### config.mk
export PLATFORM = sky130hd
export DESIGN_NAME = cpu_req_stage
export DESIGN_NICKNAME = d
export VERILOG_FILES = /design/src/source/m68k_bus_pkg.sv /design/src/source/cpu_req_stage.sv
export SDC_FILE = /design/constraint.sdc
export NUM_CORES = 1
export LEC_CHECK = 0
export ABC_AREA = 1
export BUFFER_PORTS_ARGS = -buffer_cell sky130_fd_sc_hd__buf_4
export CAP_MARGIN = 40
export CORE_ASPECT_RATIO = 1.1
export CORE_UTILIZATION = 42
export CTS_CLUSTER_DIAMETER = 120
export CTS_CLUSTER_SIZE = 40
export DETAILED_ROUTE_END_ITERATION = 10
export MAX_ROUTING_LAYER = met4
export PLACE_DENSITY = 0.79
export SLEW_MARGIN = 25
export SYNTH_ARGS = -nofsm -noshare
export SYNTH_HDL_FRONTEND = slang
export SYNTH_SLANG_ARGS = --single-unit
### constraint.sdc
create_clock -name clk -period 2.4 [get_ports clk]
set_clock_uncertainty 0.05 [all_clocks]
set_input_delay 0.12 -clock clk [delete_from_list [all_inputs] [get_ports clk]]
set_output_delay 0.12 -clock clk [all_outputs]
set_load 0.05 [all_outputs]
### src/source/m68k_bus_pkg.sv
// 68000 bus subsystem package with shared widths and request/response structs
`default_nettype none

package m68k_bus_pkg;

    // Word address, maps onto A23..A1
    localparam int ADDR_W = 23;
    // Data bus width
    localparam int DATA_W = 16;

    // Function code width on FC2..FC0
    localparam int FC_W = 3;

    // One bus access as issued by the core side
    typedef struct packed {
        logic [ADDR_W-1:0] addr;    // Word address
        logic              we;      // High for writes
        logic [1:0]        be;      // Byte enables, upper then lower
        logic [DATA_W-1:0] wdata;   // Write data
        logic [FC_W-1:0]   fc;      // Function code, driven out only
    } bus_req_t;

    // Result of one access, zero for writes
    typedef struct packed {
        logic [DATA_W-1:0] rdata;   // Read data
    } bus_rsp_t;

    // Byte lane positions inside be
    localparam int BE_UPPER = 1;    // UDS lane, D15..D8
    localparam int BE_LOWER = 0;    // LDS lane, D7..D0

endpackage

`default_nettype wire
### src/source/cpu_req_stage.sv
// Core-side request stage turning one held command into paced read/write strobes
`timescale 1ns/1ps
`default_nettype none

module cpu_req_stage import m68k_bus_pkg::*; (
    input  wire logic              clk,
    input  wire logic              rst,
    // Command side
    input  wire logic              cmd_valid,   // One-cycle command strobe
    input  wire bus_req_t          cmd,
    output      logic              busy,
    output      logic              rsp_valid,   // One-cycle response pulse
    output      bus_rsp_t          rsp,
    // Bridge side
    input  wire logic              cen,         // Core clock enable
    input  wire logic              data_ack,    // Inverted DTACK
    input  wire logic [DATA_W-1:0] rdata_in,
    output      logic              rd_ena,
    output      logic              wr_ena,
    output      bus_req_t          req          // Held for the whole access
);

    typedef enum logic [1:0] {
        ST_IDLE,    // Waiting for a command
        ST_ISSUE,   // Command latched and waiting for cen
        ST_WAIT     // Strobe sent and waiting for acknowledge
    } state_t;

    state_t state_q;
    logic   accept;
    logic   strobe;
    logic   ack_seen;

    // Commands are taken only when nothing is pending
    assign accept   = cmd_valid && (state_q == ST_IDLE);
    // Strobe leaves on the first enabled cycle after latching
    assign strobe   = (state_q == ST_ISSUE) && cen;
    // Acknowledge counts only on an enabled core cycle
    assign ack_seen = (state_q == ST_WAIT) && cen && data_ack;

    assign rd_ena = strobe && !req.we;
    assign wr_ena = strobe && req.we;

    // Busy tracks the FSM and falls with rsp_valid
    assign busy = (state_q != ST_IDLE);

    always_ff @(posedge clk) begin
        if (rst) begin
            state_q   <= ST_IDLE;
            rsp_valid <= 1'b0;
        end else begin
            rsp_valid <= 1'b0;
            case (state_q)
                ST_IDLE: begin
                    if (accept) begin
                        state_q <= ST_ISSUE;
                    end
                end
                ST_ISSUE: begin
                    if (strobe) begin
                        state_q <= ST_WAIT;     // One strobe per access
                    end
                end
                ST_WAIT: begin
                    if (ack_seen) begin
                        state_q   <= ST_IDLE;
                        rsp_valid <= 1'b1;
                    end
                end
                default: state_q <= ST_IDLE;
            endcase
        end
    end

    // Command payload loaded on acceptance
    always_ff @(posedge clk) begin
        if (accept) begin
            req <= cmd;
        end
    end

    // Response payload with zero for writes
    always_ff @(posedge clk) begin
        if (ack_seen) begin
            rsp.rdata <= req.we ? '0 : rdata_in;
        end
    end

    // Strobes are single pulses and never overlap
    a_strobe_pulse: assert property (@(posedge clk) disable iff (rst)
        (rd_ena || wr_ena) |-> !(rd_ena && wr_ena) ##1 !(rd_ena || wr_ena))
        else $error("cpu_req_stage: strobe overlap or longer than one cycle");

    // A strobe is only ever seen on an enabled core cycle
    a_strobe_cen: assert property (@(posedge clk) disable iff (rst)
        (rd_ena || wr_ena) |-> cen)
        else $error("cpu_req_stage: strobe without cen");

endmodule

`default_nettype wire

# Yosys cells after proc, flatten, opt, wreduce, memory -nomap -nowiden
# Cells that the tools add are included.
[word_totals]
register_bits = 64
output_inout_bits = 65
wordCells = 30
[classes]
n_eq_ne = 5
muxes = 5
bitwise = 1
n_reduce_logical = 11
[op_table]
columns = ["op", "n"]
rows = [
  ["$logic_and A1 B1 Y1", 6],
  ["$mux W2", 3],
  ["$ne A2 B2 Y1 const B", 3],
  ["$pmux W2 S3", 1],
  ["$reduce_and A3 Y1", 1],
  ["$eq A2 B1 Y1 const B", 1],
  ["$eq A2 B2 Y1 const B", 1],
  ["$logic_not A2 Y1", 1],
  ["$reduce_bool A2 Y1", 1],
  ["$reduce_or A2 Y1", 1],
  ["$logic_not A1 Y1", 1],
  ["$mux W1", 1],
  ["$not A1 Y1", 1],
]

# Logic depth before layout (Yosys ltp)
[logic_depth]
depth_word = 5
depth_mapped = 3
mapped_depth_nobuf = 3

# Least setup slack after synthesis
# OpenSTA, ideal clock, no wires.
[synth_path]
path_type = "reg-to-reg"
startpoint = "register state_q[0]"
endpoint = "register req[0] in the netlist's numbering (enable)"
setup_ns = 0.399
arrival_time_ns = 1.413
required_time_ns = 1.951
slack_ns = 0.537
path_stages_with_launch = 4
n_path_buf = 0
synth_period_minus_slack_ns = 1.863
path_cell_list = "dfxtp_1 > nor2_2 > nand2_2 > inv_1"
[synth_via]
elab_chain_len = 2
[synth_lines]
columns = ["item", "line", "rtl"]
rows = [
  ["start, declared", "cpu_req_stage.sv:29", "state_t state_q;"],
  ["start signal, assigned", "cpu_req_stage.sv:49", "state_q <= ST_IDLE;"],
  ["start signal, assigned", "cpu_req_stage.sv:56", "state_q <= ST_ISSUE;"],
  ["start signal, assigned", "cpu_req_stage.sv:61", "state_q <= ST_WAIT;"],
  ["$logic_not A2 Y1", "cpu_req_stage.sv:35", "assign accept = cmd_valid && (state_q == ST_IDLE);"],
  ["$logic_and A1 B1 Y1", "cpu_req_stage.sv:35", ""],
  ["net accept", "cpu_req_stage.sv:30", "logic accept;"],
  ["end signal, assigned", "cpu_req_stage.sv:78", "req <= cmd;"],
  ["end, declared", "cpu_req_stage.sv:20", "output bus_req_t req"],
]
# The timed path passes the listed nets, and every way through them passes these cells.
# A chain may end at the register's enable or synchronous reset.

# Final worst setup path
[layout_path]
startpoint = "register req[21] in the netlist's numbering"
endpoint = "output port wr_ena"
[layout_via]
elab_chain_len = 1
[layout_lines]
columns = ["item", "line", "rtl"]
rows = [
  ["$logic_and A1 B1 Y1", "cpu_req_stage.sv:42", "assign wr_ena = strobe && req.we;"],
  ["end, declared", "cpu_req_stage.sv:19", "output logic wr_ena,"],
]
# Every way passes these cells.

==> impl_metrics.csv <==
group,metric,value,unit
status,status,"finished, final reports clean",
synth,synthMuxAreaShare,0,
finish,layoutNonFillerInstCount,364,
placed_design,dp_hpwl,3310,um
clocking,cts_tree,"done",
critical_path,cp.required,2.23,ns
timing,fmax,624,MHz
route,vias_per_cell,4.50,
synth,synth-edff-count,61,
route,ant_nets,0,
route,routedWlPerCell,15.3,um
route,wl,5560,um
timing,hold_violations,0,
critical_path,endpoint_kind,"output port",
synth,avgSynthCellArea,18.3,um2
clocking,cts_sinks,64,
synth,synthAdderAreaFrac,0,
global_routing,grt_pass1_vias,1811,
global_routing,grt_usage,0.229,
global_routing,antenna_found_initial,0,
clocking,cts_buffer_depth,2,
route,remaining_drc_errors,0,
synth,yosysMostFrequentCell,"edfxtp_1",
synth,synth-seq-cells,64,
floorplanning,die_area,0.00535,mm2
finish,final_net_count,370,
timing,worst_pin_slew,0.570,ns
synth,synth_xor_area_frac,0,
timing,final.setup.tns,0,ns
clocking,path_clk_slew,0.06,ns
synth,synth.net_count,182,
pwr,totalPowerFinal,2.55,mW
floorplanning,fp.dieH,76.6,um
floorplanning,io_pins,131,
global_routing,grt_max_degree,24,
synth,async_flop_share,0,
job,max-cap-violations,0,
timing,fin_crit,1.60,ns
finish,layout-drive-gt1-share,0.477,
synth,synth_flop_cell,"edfxtp_1",
finish,area_delta_synth_final,78.3,%
floorplanning,initial_core_util,0.448,
synth,syn-cell-area,0.00213,mm2
global_routing,grt_pass1_wl,8880,um
clocking,cts_setup_buffers,0,
synth,synthCells,116,
timing,relSlewSlack,0.620,
clocking,cts.htree.levels,3,
hold_path,hold_depth,3,
timing,setup_viol,0,
synth,synth-simple-area-share,0.0559,
clocking,numCtsBuffers,9,
critical_path,path_class,"flop to output port",
critical_path,start_kind,"flop",
floorplanning,num_rows,26,
synth,synth_area_leader_cell,"edfxtp_1",
placed_design,gp_congestion,0.736,
finish,antenna_cells,0,
timing,grt_setup_unrepaired,"false",
pwr,ir_worst_vdd,0.375,mV
floorplanning,core-area,0.00475,mm2
finish,fin_util,0.798,
pwr,powerDensity,671,mW/mm2
synth,ys_types,14,
route,drt_iter0_drc,90,
placed_design,dp.cells,303,
global_routing,globalRoute.totalOverflow,0,
route,routed-via-count,1639,
critical_path,path_max_fanout,19,
placed_design,io_buffers,130,
floorplanning,dieWidth,69.8,um
pwr,leakagePower,1.67,nW
synth,yosysSeqAreaShare,0.890,
route,drt_first_pass_iters,4,
clocking,root_buffer,"clkbuf_8",
synth,synth_top_area_share,0.862,
timing,finalMaxSlewViolations,0,
synth,yosys_warnings,0,
synth,synth_compound_area_frac,0.00647,
timing,period_share,0.668,
synth,ys_top_cells_by_count,"61 x edfxtp_1, 21 x inv_1, 19 x nor2_1, 3 x dfxtp_1",
critical_path,r2r_cells,4,
synth,synth_top_family_by_area,"simple AND/OR/NAND/NOR gates",
synth,synth.area.top_cells,"edfxtp_1 86%, inv_1 3.7%, nor2_1 3.4%, dfxtp_1 2.8%, buf_6 1.1%",
finish,fillers,274,
clocking,insertion_delay,0.32,ns
hold_path,hold_path.class,"primary input to flop",
critical_path,arrival,1.43,ns
path summary, 6_finish.rpt:
path                     to         start  slack, ns
setup / recovery     wr_ena       req[21]       0.80
hold reg to reg   rsp_valid    state_q[1]       0.48
setup reg to reg    req[24]    state_q[0]       0.85
hold / removal      rsp[10]  rdata_in[10]       0.03
kinds of logic after synthesis:
kind of cell | Yosys count
simple gates | 27
flops | 64
buf+inv | 23
compound gates | 2
cell usage in the layout (no fill, tap or decap):
cell,count
nand3_1,1
inv_2,1
a21oi_1,1
nor2_1,19
nor3_1,1
nand2_1,2
dfxtp_1,3
clkbuf_8,9
nand3b_1,1
buf_4,132
dlygate4sd3_1,46
a21oi_2,1
clkbuf_1,4
clkinv_1,2
inv_1,20
edfxtp_1,61
nand3_2,1
nand2_2,1
nor2_2,1
buf_12,1
report_power, final:
| group | total [mW] | switching [mW] | internal, mW |
|---|---|---|---|
| Combinational | 0.500 | 0.299 | 0.201 |
| Clock | 0.721 | 0.358 | 0.364 |
| Sequential | 1.32 | 0.0265 | 1.30 |
| Total | 2.55 | 0.683 | 1.86 |
metrics by stage:
step / worst slack, ns / hold WS (ns) / cell area, um2
6_report: 0.797 / 0.0287 / 3790
5_1_grt: 0.652 / 0.0335 / 3790
4_1_cts: 0.783 / 0.0160 / 3790
3_5_place_dp: 0.831 / 0.249 / 3180
3_3_place_gp: 0.861 / 0.248 / 3180
2_1_floorplan: 0.537 / 0.132 / 2130
repair_timing:
item                       CTS  global route
setup endpoints to repair    0             0
hold endpoints to repair    48             0
resized for setup            0             0
hold buffers                46             0
layout make-up:
type / instances / area, um2 / area share
flip-flops and latches: 64 / 1890 / 0.499
repair buffers: 179 / 1470 / 0.388
clock buffers: 13 / 139 / 0.0366
multi-input cells: 29 / 133 / 0.0350
inverters: 21 / 78.8 / 0.0208
well taps: 56 / 70.1 / 0.0185
clock inverters: 2 / 7.51 / 0.00198
registers in the layout, indices dropped and copies added, names as in the netlist:
register	cells
rsp	16
state_q	2
rsp_valid	1
req	45
critical path: stages (launching register included):
cell and delay, ns:
edfxtp_1 0.71, inv_1 0.08, nor2_1 0.12, buf_4 0.20
per-layer routing:
layer  share of wire  vias up  GRT usage  routed length [um]
met2            0.48      118      0.366                2670
met5               0        -          -                   0
met1            0.39      739      0.260                2160
met4           0.021        0      0.114                 116
li1                -      771          -                   -
met3            0.11       11     0.0701                 616
Power figures use the tool's default switching activity.
