[src/source/m68k_bus_pkg.sv]
// 68000 bus subsystem package with shared widths and request/response structs
`default_nettype none

package m68k_bus_pkg;

    // Word address, maps onto A23..A1
    localparam int ADDR_W = 23;
    // Data bus width
    localparam int DATA_W = 16;

    // Function code width on FC2..FC0
    localparam int FC_W = 3;

    // One bus access as issued by the core side
    typedef struct packed {
        logic [ADDR_W-1:0] addr;    // Word address
        logic              we;      // High for writes
        logic [1:0]        be;      // Byte enables, upper then lower
        logic [DATA_W-1:0] wdata;   // Write data
        logic [FC_W-1:0]   fc;      // Function code, driven out only
    } bus_req_t;

    // Result of one access, zero for writes
    typedef struct packed {
        logic [DATA_W-1:0] rdata;   // Read data
    } bus_rsp_t;

    // Byte lane positions inside be
    localparam int BE_UPPER = 1;    // UDS lane, D15..D8
    localparam int BE_LOWER = 0;    // LDS lane, D7..D0

endpackage

`default_nettype wire
[src/source/m68k_bus_bridge.sv]
// Bus bridge from core strobes to the asynchronous 68000 bus with cen and grant logic
`timescale 1ns/1ps
`default_nettype none

module m68k_bus_bridge import m68k_bus_pkg::*; (
    input  wire logic              clk,
    input  wire logic              rst,
    // 68000 control inputs
    input  wire logic              halt_n,
    input  wire logic              br_n,        // Bus request from other master
    output      logic              bg_n,        // Bus grant
    // Core side
    input  wire logic              rd_ena,
    input  wire logic              wr_ena,
    input  wire bus_req_t          req,
    output      logic              cen,         // Core clock enable
    output      logic              data_ack,
    output      logic [DATA_W-1:0] rdata,
    // 68000 bus
    output      logic              as_n,
    output      logic              uds_n,
    output      logic              lds_n,
    output      logic              rw_n,
    output      logic [ADDR_W-1:0] eab,         // A23..A1
    output      logic [DATA_W-1:0] edb_out,
    output      logic [FC_W-1:0]   fc,
    input  wire logic              dtack_n,
    input  wire logic [DATA_W-1:0] edb_in
);

    logic strobe;
    logic bus_free;

    assign strobe   = rd_ena | wr_ena;
    // Bus can be handed over only between cycles
    assign bus_free = as_n && !strobe;

    assign data_ack = ~dtack_n;
    assign rdata    = edb_in;

    // Address side follows the held request
    assign eab     = req.addr;
    assign edb_out = req.wdata;
    assign fc      = req.fc;

    // Data strobes qualified by AS
    assign uds_n = ~(req.be[BE_UPPER] & ~as_n);
    assign lds_n = ~(req.be[BE_LOWER] & ~as_n);
    // Read unless a write cycle is running
    assign rw_n  = as_n | ~req.we;

    // Address strobe
    always_ff @(posedge clk) begin
        if (rst) begin
            as_n <= 1'b1;
        end else if (strobe) begin
            as_n <= 1'b0;               // Start of bus cycle
        end else if (data_ack) begin
            as_n <= 1'b1;               // Memory answered
        end
    end

    // Clock enable: full rate between cycles, half rate during one
    always_ff @(posedge clk) begin
        if (rst) begin
            cen <= 1'b1;
        end else begin
            cen <= (~cen | as_n) & halt_n & bg_n;
        end
    end

    // Bus arbitration
    always_ff @(posedge clk) begin
        if (rst) begin
            bg_n <= 1'b1;
        end else if (br_n) begin
            bg_n <= 1'b1;               // Release follows request
        end else if (bus_free) begin
            bg_n <= 1'b0;
        end
    end

    // Grant never starts in the middle of a bus cycle
    a_grant_idle: assert property (@(posedge clk) disable iff (rst)
        $fell(bg_n) |-> as_n)
        else $error("m68k_bus_bridge: bus granted during a cycle");

endmodule

`default_nettype wire

[config.mk]
export PLATFORM = sky130hd
export DESIGN_NAME = m68k_bus_bridge
export DESIGN_NICKNAME = d
export VERILOG_FILES = /design/src/source/m68k_bus_pkg.sv /design/src/source/m68k_bus_bridge.sv
export SDC_FILE = /design/constraint.sdc
export NUM_CORES = 1
export LEC_CHECK = 0
export BUFFER_PORTS_ARGS = -buffer_cell sky130_fd_sc_hd__buf_2
export CORE_AREA = 2 2 52 54
export DETAILED_ROUTE_END_ITERATION = 8
export DIE_AREA = 0 0 54 56
export PLACE_DENSITY = 0.84
export SETUP_SLACK_MARGIN = 0.2
export SLEW_MARGIN = 20
export SYNTH_ARGS = -nofsm -noshare
export SYNTH_HDL_FRONTEND = slang
export SYNTH_SLANG_ARGS = --single-unit
[constraint.sdc]
create_clock -name clk -period 2.67 [get_ports clk]
set_input_delay 0.534 -clock clk [delete_from_list [all_inputs] [get_ports clk]]
set_output_delay 0.534 -clock clk [all_outputs]
set_load 0.05 [all_outputs]
==> After elaboration in Yosys (flattened, before gate mapping) <==
Cells that the tools add are included.
{ "totals": {"out_inout_bits": 65, "wordCells": 22, "inputBits": 68, "ff_bits": 3} }
{ "op_classes": {"n_mux": 2, "n_reduce_logical": 3, "eq_ne": 1, "bitwise": 13} }
{ "op_table": {"columns": ["operator", "count"], "rows": [
  ["$not 1->1", 6],
  ["$and 1x1->1", 4],
  ["$or 1x1->1", 3],
  ["$mux 1", 2],
  ["$ne 2x1->1 const B", 1],
  ["$reduce_or 2->1", 1],
  ["$logic_and 1x1->1", 1],
  ["$logic_not 1->1", 1]
]} }

==> Longest topological paths before layout <==
Gate-level depths: netlist of run 1.
{ "logic_depth": {"depth_word": 4, "depth_mapped": 2, "mapped_depth_nobuf": 2} }

==> Least setup slack after synthesis of run 1 <==
No wires, ideal clock.
{ "synth_timing": {"path_type": "register to output", "from": "register as_n", "to": "output lds_n", "required_ns": 2.136, "path_buffers": 0, "stages_incl_launch_ff": 2, "setup_slack_ns": 0.988, "arrival_ns": 1.148, "path_cell_list": "dfxtp_1 nand2b_1"} }
{ "synth_between": {"elab_chain_cells": 3} }
{ "synth_lines": {"columns": ["element", "line_no", "rtl"], "rows": [
  ["start: declaration", "m68k_bus_bridge.sv:20", "output logic as_n,"],
  ["start signal: assignment", "m68k_bus_bridge.sv:55", "as_n <= 1'b1;"],
  ["start signal: assignment", "m68k_bus_bridge.sv:57", "as_n <= 1'b0;"],
  ["start signal: assignment", "m68k_bus_bridge.sv:59", "as_n <= 1'b1;"],
  ["$not 1->1", "m68k_bus_bridge.sv:48", "assign lds_n = ~(req.be[BE_LOWER] & ~as_n);"],
  ["$and 1x1->1", "m68k_bus_bridge.sv:48", null],
  ["$not 1->1", "m68k_bus_bridge.sv:48", null],
  ["end: declaration", "m68k_bus_bridge.sv:22", "output logic lds_n,"]
]} }
No other way between the ends.

==> Worst setup path in the final report of run 1 <==
{ "layout_timing": {"from": "register as_n", "to": "output uds_n"} }
{ "layout_between": {"elab_chain_cells": 3} }
{ "layout_lines": {"columns": ["element", "line_no", "rtl"], "rows": [
  ["$not 1->1", "m68k_bus_bridge.sv:47", "assign uds_n = ~(req.be[BE_UPPER] & ~as_n);"],
  ["$and 1x1->1", "m68k_bus_bridge.sv:47", null],
  ["$not 1->1", "m68k_bus_bridge.sv:47", null],
  ["end: declaration", "m68k_bus_bridge.sv:21", "output logic uds_n,"]
]} }
No other way between the ends.

==> results of run 1 <==
## path summary, 6_finish.rpt
check                to  slack [ns]  depth (start not counted)
hold / removal     bg_n        0.47                          2
hold reg to reg    bg_n        0.50                          1
setup / recovery  uds_n        1.04                          2
setup reg to reg   bg_n        1.49                          2
## metrics by stage
step / utilization / cell area (µm²) / setup slack [ns] / hold slack, ns / total power, mW
after floorplan: - / 568 / 0.988 / 0.620 / 0.313
after global placement: 0.103 / 250 / 1.13 / 0.470 / 0.0931
after detailed placement: 0.103 / 250 / 1.13 / 0.491 / 0.0934
after CTS: 0.114 / 277 / 1.02 / 0.473 / 0.182
after global routing: 0.114 / 277 / 0.971 / 0.496 / 0.186
final: 0.114 / 277 / 1.04 / 0.475 / 0.179
## worst max-delay path, cell delays in order (launching register included)
cell and delay, ns:
dfxtp_1 0.41, nand2b_1 0.17, buf_2 0.27
## cells in the final DEF (no fill, tap or decap)
cell type	instances
clkbuf_4	3
a31o_2	1
nor2_1	1
clkbuf_1	1
buf_2	16
a21o_1	1
dfxtp_1	3
inv_1	1
nand2b_1	5
or3b_1	1
a211o_1	1
## kinds of logic after synthesis
kind of cell,synth area share
AOI/OAI and AO/OA,0.0441
buffers and inverters,0.773
DFF,0.106
and+or+nand+nor,0.0771
## per-layer routing
| layer | up-vias | GRT usage | wire, µm |
|---|---|---|---|
| met4 | 0 | 0.171 | 177 |
| met3 | 31 | 0.0618 | 302 |
| met2 | 54 | 0.110 | 527 |
| met1 | 94 | 0.0322 | 146 |
| met5 | - | 0 | 0 |
| li1 | 87 | - | - |
## registers in the layout, indices dropped and copies added (netlist names)
signal  flops
as_n        1
bg_n        1
cen         1
## power groups by stage
stage	clock, mW	sequential, mW	combinational [mW]
finish	0.0863	0.0502	0.0425
global route	0.0907	0.0509	0.0447
CTS	0.0886	0.0503	0.0427
detailed placement	0	0.0509	0.0426
global placement	0	0.0508	0.0423
floorplan	0	0.0596	0.253
## area by class of cell
class,count,area (µm²)
Tap cell,30,37.5
Clock buffer,4,26.3
Timing Repair Buffer,16,80.1
Sequential cell,3,60.1
Multi-Input combinational cell,10,68.8
Inverter,1,3.75
Fill cell,290,2160
==> metrics.md, run 1 <==
| Metric | Value |
|---|---|
| Unrepaired setup endpoints after global routing | `no` |
| Worst EP required | `2.14 ns` |
| Final period util | `0.611` |
| Initial core utilization | `0.234` |
| Avg WL per Cell | `18.0 µm` |
| Worst-path clk slew | `0.04 ns` |
| Syn Nets | `140` |
| Relative slew slack | `0.834` |
| Slew @ Worst Pin | `0.251 ns` |
| CP startpoint | `as_n` |
| Initial drt markers | `5` |
| Num rows | `18` |
| Post-synth top area share | `0.767` |
| First-pass DRT Iterations | `3` |
| Yosys cell types | `9` |
| R2r startpoint | `as_n` |
| TritonCTS clock tree | `done` |
| Vias in the first global route | `294` |
| Layout cells sized above 1 | `0.588` |
| Worst-skew pair later-pin latency | `0.25 ns` |
| Max-Cap Viols | `0` |
| VDD IR max | `0.228 mV` |
| Sw frac | `0.343` |
| Min-Delay Path Class | `input port to flop` |
| Total grt overflow | `0` |
| Final min period | `1.63 ns` |
| Final Hold Violating Endpoints | `0` |
| Post-synth EDFFs | `0` |
| Overall routing resource usage | `0.0812` |
| Top cells by count, synth | `buf_4, nand2b_1, dfxtp_1` |
| CP endpoint kind | `output port` |
| Vias | `266` |
| Syn_area_per_cell | `7.89 µm²` |
| Clock share of power | `0.482` |
| Initial antenna violation count | `0` |
| # IOs | `133` |
| DRC | `0` |
| Cell area after synthesis | `568 µm²` |
| Synthesized flop and latch total | `3` |
| Skew final | `0.00467 ns` |
| Ant diodes | `0` |
| Synth top area cells | `buf_4, dfxtp_1, nand2b_1` |
| Fmax | `613 MHz` |
| Seq pwr share | `0.280` |
| WP data arrival | `1.10 ns` |
| ANT nets after route | `0` |
| Leading area contributor after synthesis | `buf_4` |
| Startpoint Class | `flop` |
| Max H-tree Level | `1` |
| Post-Layout Cell Count | `64` |
| Count leader, synth | `buf_4` |
| Register area share after synthesis | `0.106` |
| Ys flop type | `dfxtp_1` |
| CTS Hold Bufs | `0` |
| CP max FO | `7` |
| Core Footprint | `2430 µm²` |
| Die H | `56 µm` |
| Total CTS buffers | `3` |
| DRT Wirelength | `1160 µm` |
| Sink Count | `3` |
| WS Path Type | `flop to output port` |
| CTS root buf | `clkbuf_4` |
| Pwr dens | `647 nW/µm²` |
| Async SR Flop Fraction | `0` |
| Post-CTS Setup Inserts | `0` |
| Pin count of the biggest net entering global routing | `8` |
| Internal | `0.118 mW` |
| Gate Count Post-Synth | `72` |
| Clk buf depth | `2` |
| Max-slew violations | `0` |
| Syn-to-layout area delta | `-51.3%` |
| Static Leak | `0.129 nW` |
| Die ar. | `3020 µm²` |
| Drt via density | `4.16` |
| Setup TNS Final | `0 ns` |
| Post-CTS sizing | `0` |
| IO Port Bufs | `16` |
| Die extent in x | `54 µm` |
| GP Congestion | `0.674` |
| Status | `finished clean` |
| NumNets Final | `103` |
| Final setup violating endpoints | `0` |
| Placed Cells | `60` |
| Synth warn | `0` |
| Combinational share of power | `0.237` |
| Worst hold start | `br_n` |
| First-pass GRT wire length | `1570 µm` |
| Sw Pwr | `0.0613 mW` |
Power figures use the tool's default switching activity.
==> run 2: changes to the inputs <==
--- a/config.mk
+++ b/config.mk
@@ -6,10 +6,10 @@
 export NUM_CORES = 1
 export LEC_CHECK = 0
 export BUFFER_PORTS_ARGS = -buffer_cell sky130_fd_sc_hd__buf_2
-export CORE_AREA = 2 2 52 54
+export CORE_AREA = 2 2 57 59
 export DETAILED_ROUTE_END_ITERATION = 8
-export DIE_AREA = 0 0 54 56
-export PLACE_DENSITY = 0.84
+export DIE_AREA = 0 0 59 61
+export PLACE_DENSITY = 0.74
 export SETUP_SLACK_MARGIN = 0.2
 export SLEW_MARGIN = 20
 export SYNTH_ARGS = -nofsm -noshare
==> constraint.sdc (replaced) <==
create_clock -name clk -period 1.5 [get_ports clk]
set_input_delay 0.3 -clock clk [delete_from_list [all_inputs] [get_ports clk]]
set_output_delay 0.3 -clock clk [all_outputs]
set_load 0.05 [all_outputs]
==> run 2 against run 1 <==
Via count is 4.9% lower. Count of clock-buffer cells in the layout stayed put. Combinational power is 86% higher. Clock power is 65% higher. Core utilization is 1.3 points lower. Sequential share of layout area is 1.0 points lower.
==> metrics.md, run 2 (same netlist as run 1, synthesis figures left out) <==
| Metric | Value |
|---|---|
| Status | `finished clean` |
| Fin area | `297 µm²` |
| Post-Place Worst Slack | `0.329 ns` |
| Ant diodes | `0` |
| CTS root buf | `clkbuf_4` |
| Syn-to-layout area delta | `-47.8%` |
| Slowest-stage cell, CP | `dfxtp_2` |
| Slew @ Worst Pin | `0.259 ns` |
| First-pass GRT wire length | `1230 µm` |
| IO Port Bufs | `16` |
| Relative slew slack | `0.829` |
| ANT nets after route | `0` |
| Initial antenna violation count | `0` |
| WS Path Type | `flop to output port` |
| Min-Delay Path Class | `input port to flop` |
| Initial drt markers | `10` |
| Layout cells sized above 1 | `0.706` |
| Num rows | `20` |
| Sink Count | `3` |
| VDD IR max | `0.317 mV` |
| Die extent in x | `59 µm` |
| Final period util | `0.823` |
| Flip-flop and latch area | `61.3 µm²` |
| Fmax | `810 MHz` |
| PnR Total Power | `0.312 mW` |
| Unrepaired setup endpoints after global routing | `no` |
| Commonest cells after routing, fill and taps aside | `buf_2, nand2b_2, clkbuf_4, buf_4` |
| Static Leak | `0.134 nW` |
| Commonest non-fill, non-tap cell in the layout | `buf_2` |
| Final worst slack | `0.266 ns` |
| Final min period | `1.23 ns` |
| Vias in the first global route | `260` |
| Initial core utilization | `0.192` |
| DRC | `0` |
| Total CTS buffers | `3` |
| GP Congestion | `0.616` |
| Cell Chain, Critical Path | `nand2b_2, buf_4` |
| Die ar. | `3600 µm²` |
| Pin count of the biggest net entering global routing | `8` |
| Final Hold Violating Endpoints | `0` |
| Clock share of power | `0.456` |
| Max-slew violations | `0` |
| Startpoint Class | `flop` |
| NumNets Final | `103` |
| Final setup violating endpoints | `0` |
| Internal | `0.213 mW` |
| Overall routing resource usage | `0.0525` |
| Vias | `253` |
| Max-Cap Viols | `0` |
| Die H | `61 µm` |
| First-pass DRT Iterations | `2` |
| Combinational share of power | `0.254` |
| Critical path's largest stage delay | `0.34 ns` |
| DRT Wirelength | `874 µm` |
| Cells on worst reg2reg path | `2` |
| Core Footprint | `2950 µm²` |
| # IOs | `133` |
| Sw Pwr | `0.0981 mW` |
| Placement Cell Area | `263 µm²` |
| Seq pwr share | `0.290` |
| Fillers | `352` |
| Max H-tree Level | `1` |
| CP endpoint kind | `output port` |
| Skew final | `0.00173 ns` |
| Placed Cells | `63` |
| Setup TNS Final | `0 ns` |
| Total grt overflow | `0` |
| Post-Layout Cell Count | `67` |
| Worst-skew pair later-pin latency | `0.23 ns` |
| CP max FO | `7` |
| CTS Hold Bufs | `0` |
| Sw frac | `0.315` |
| WP data arrival | `0.93 ns` |
| Worst-path clk slew | `0.04 ns` |
| Pwr dens | `1050 nW/µm²` |
| Worst EP required | `1.20 ns` |
| Top flop regs | `as_n x1, bg_n x1, cen x1` |
| Hold Crit Depth | `2` |
| Clk buf depth | `2` |
| Avg WL per Cell | `13.0 µm` |
| TritonCTS clock tree | `done` |
| Drt via density | `3.78` |
| Multi-input logic area | `76.3 µm²` |
run 2: worst max-delay path, delay by kind of cell, from the launching register on:
kind | cells | cell delay, ns
DFF | 1 | 0.34
and+or+nand+nor | 1 | 0.17
buffers and inverters | 1 | 0.18
run 2: what timing repair did:
item	4_1_cts	5_1_grt
setup buffers	0	0
resized for setup	3	0
setup endpoints to repair	3	0
run 2: power by group through the flow:
stage / combinational, mW / sequential (mW) / clock (mW)
global placement: 0.0766 / 0.0917 / 0
detailed placement: 0.0767 / 0.0920 / 0
floorplan: 0.452 / 0.107 / 0
global route: 0.0844 / 0.0915 / 0.156
CTS: 0.0799 / 0.0908 / 0.150
finish: 0.0790 / 0.0905 / 0.142
run 2: final timing paths:
kind | endpoint | startpoint | slack, ns
max reg2reg | bg_n | as_n | 0.38
min | bg_n | br_n | 0.25
min reg2reg | bg_n | bg_n | 0.51
max | uds_n | as_n | 0.27
run 2: metal layers:
metal  track usage  vias to the layer above  part of all wire
met3        0.0320                       32              0.26
met5             0                        -                 0
li1              -                       86                 -
met4         0.149                        0              0.23
met2        0.0619                       34              0.33
met1        0.0241                      101              0.18
run 2: final cells by class:
class | instances | area share
Multi-Input combinational cell | 10 | 0.257
Sequential cell | 3 | 0.207
Timing Repair Buffer | 16 | 0.295
Tap cell | 33 | 0.139
Clock buffer | 4 | 0.0886
Inverter | 1 | 0.0127
run 2: per-stage QoR:
stage	util	hold slack, ns
after global routing	0.100	0.264
after floorplan	-	0.386
after CTS	0.100	0.244
after global placement	0.0890	0.483
final	0.100	0.251
after detailed placement	0.0890	0.488
==> run 3: changes to the inputs <==
==> constraint.sdc (replaced) <==
create_clock -name clk -period 1.1 [get_ports clk]
set_input_delay 0.22 -clock clk [delete_from_list [all_inputs] [get_ports clk]]
set_output_delay 0.22 -clock clk [all_outputs]
set_load 0.05 [all_outputs]
==> run 3 against run 2 <==
The run now ends with negative setup slack left. Non-clock buffer count up 3. Routed wire length up 12%. Count of clock-buffer cells in the layout unchanged. Critical path type unchanged.
==> metrics.md, run 3 (same netlist as run 1, synthesis figures left out) <==
| Metric | Value |
|---|---|
| Status | `finished with violations` |
| Failing checks | `negative setup slack` |
| Post-Place Worst Slack | `0.0249 ns` |
| Final period util | `1.00` |
| Top flop regs | `as_n x1, bg_n x1, cen x1` |
| IO Port Bufs | `16` |
| # IOs | `133` |
| Die H | `61 µm` |
| Skew final | `0.00339 ns` |
| Slew @ Worst Pin | `0.254 ns` |
| End point of the worst hold path | `bg_n` |
| DRT Wirelength | `980 µm` |
| Avg WL per Cell | `14.0 µm` |
| Vias | `279` |
| Commonest cells after routing, fill and taps aside | `buf_2, nand2b_4, buf_8, clkbuf_4, buf_4` |
| WP data arrival | `0.88 ns` |
| Fin area | `399 µm²` |
| TritonCTS clock tree | `done` |
| Pwr dens | `1190 nW/µm²` |
| Setup TNS Final | `-0.00374 ns` |
| Initial drt markers | `4` |
| Worst-skew pair later-pin latency | `0.24 ns` |
| Min-Delay Path Class | `input port to flop` |
| Max-Cap Viols | `0` |
| Final min period | `1.10 ns` |
| VDD IR max | `0.623 mV` |
| First-pass GRT wire length | `1370 µm` |
| Clk buf depth | `2` |
| Worst-path clk slew | `0.04 ns` |
| Layout cells sized above 1 | `0.838` |
| Commonest non-fill, non-tap cell in the layout | `buf_2` |
| Worst EP required | `0.88 ns` |
| Sink Count | `3` |
| R2r startpoint | `as_n` |
| Num rows | `20` |
| Fillers | `339` |
| First-pass DRT Iterations | `3` |
| Total CTS buffers | `3` |
| Total grt overflow | `0` |
| Syn-to-layout area delta | `-29.7%` |
| Overall routing resource usage | `0.0551` |
| Final setup violating endpoints | `3` |
| PnR Total Power | `0.477 mW` |
| NumNets Final | `106` |
| CTS Hold Bufs | `0` |
| Placement Cell Area | `267 µm²` |
| Max H-tree Level | `1` |
| Fmax | `907 MHz` |
| Core Footprint | `2950 µm²` |
| Reg2reg setup slack | `0.02 ns` |
| Die extent in x | `59 µm` |
| WS Path Type | `flop to output port` |
| Relative slew slack | `0.832` |
| Ant diodes | `0` |
| Max-slew violations | `0` |
| CP endpoint kind | `output port` |
| ANT nets after route | `0` |
| Pin count of the biggest net entering global routing | `7` |
| Final worst slack | `-0.00194 ns` |
| Worst hold start | `br_n` |
| Cells on worst reg2reg path | `2` |
| Final core utilization | `0.135` |
| Final Hold Violating Endpoints | `0` |
| Startpoint Class | `flop` |
| Hold Crit Depth | `2` |
| Initial core utilization | `0.192` |
| Initial antenna violation count | `0` |
| Static Leak | `0.199 nW` |
| Unrepaired setup endpoints after global routing | `yes` |
| CTS root buf | `clkbuf_4` |
| Vias in the first global route | `338` |
| GP Congestion | `0.538` |
| R2R Path End | `bg_n` |
| CP max FO | `6` |
| Die ar. | `3600 µm²` |
| DRC | `0` |
| Drt via density | `3.99` |
-- run 3: cell count changes in the layout (fill, tap and decap cells not counted), sizes merged --
cell	before	now
buf	16	19
-- run 3: metal layers --
metal | wire (µm) | share of wire | global-route usage | vias up
met3 | 206 | 0.21 | 0.0362 | 28
met5 | 0 | 0 | 0 | -
li1 | - | - | - | 92
met4 | 172 | 0.18 | 0.149 | 0
met1 | 204 | 0.21 | 0.0266 | 107
met2 | 395 | 0.40 | 0.0651 | 52
-- run 3: critical path: stages (launching register included) --
cell      delay [ns]
dfxtp_4         0.35
nand2b_4        0.14
buf_8           0.14
-- run 3: repair_timing --
action,CTS,global route
pin swaps,0,1
gates resized for setup,18,4
setup endpoints to repair,7,9
setup buffers,2,1
-- run 3: layout make-up --
type	count	area, µm²	area share
Multi-Input combinational cell	10	106	0.266
Sequential cell	3	68.8	0.172
Inverter	1	3.75	0.00940
Timing Repair Buffer	19	153	0.382
Tap cell	33	41.3	0.103
Clock buffer	4	26.3	0.0658
-- run 3: where the power goes --
group	internal (mW)	total, mW	switching (mW)
Clock	0.136	0.202	0.0653
Sequential	0.115	0.123	0.00761
Combinational	0.0726	0.152	0.0792
-- run 3: worst max path at each step --
stage               startpoint    end  slack, ns  cells past startpoint
finish                    as_n  uds_n     -0.002                      2
global placement          as_n   bg_n       0.04                      2
global route              as_n   as_n      -0.03                      1
detailed placement        as_n   bg_n       0.02                      2
CTS                       as_n   rw_n      -0.01                      2
floorplan                 as_n   bg_n      -0.05                      2
-- run 3: stage by stage --
stage                     hold WS (ns)  cells
final                            0.161     70
after global routing             0.169     70
after CTS                        0.157     69
after detailed placement         0.409     63
after global placement           0.405     63
after floorplan                  0.305     72
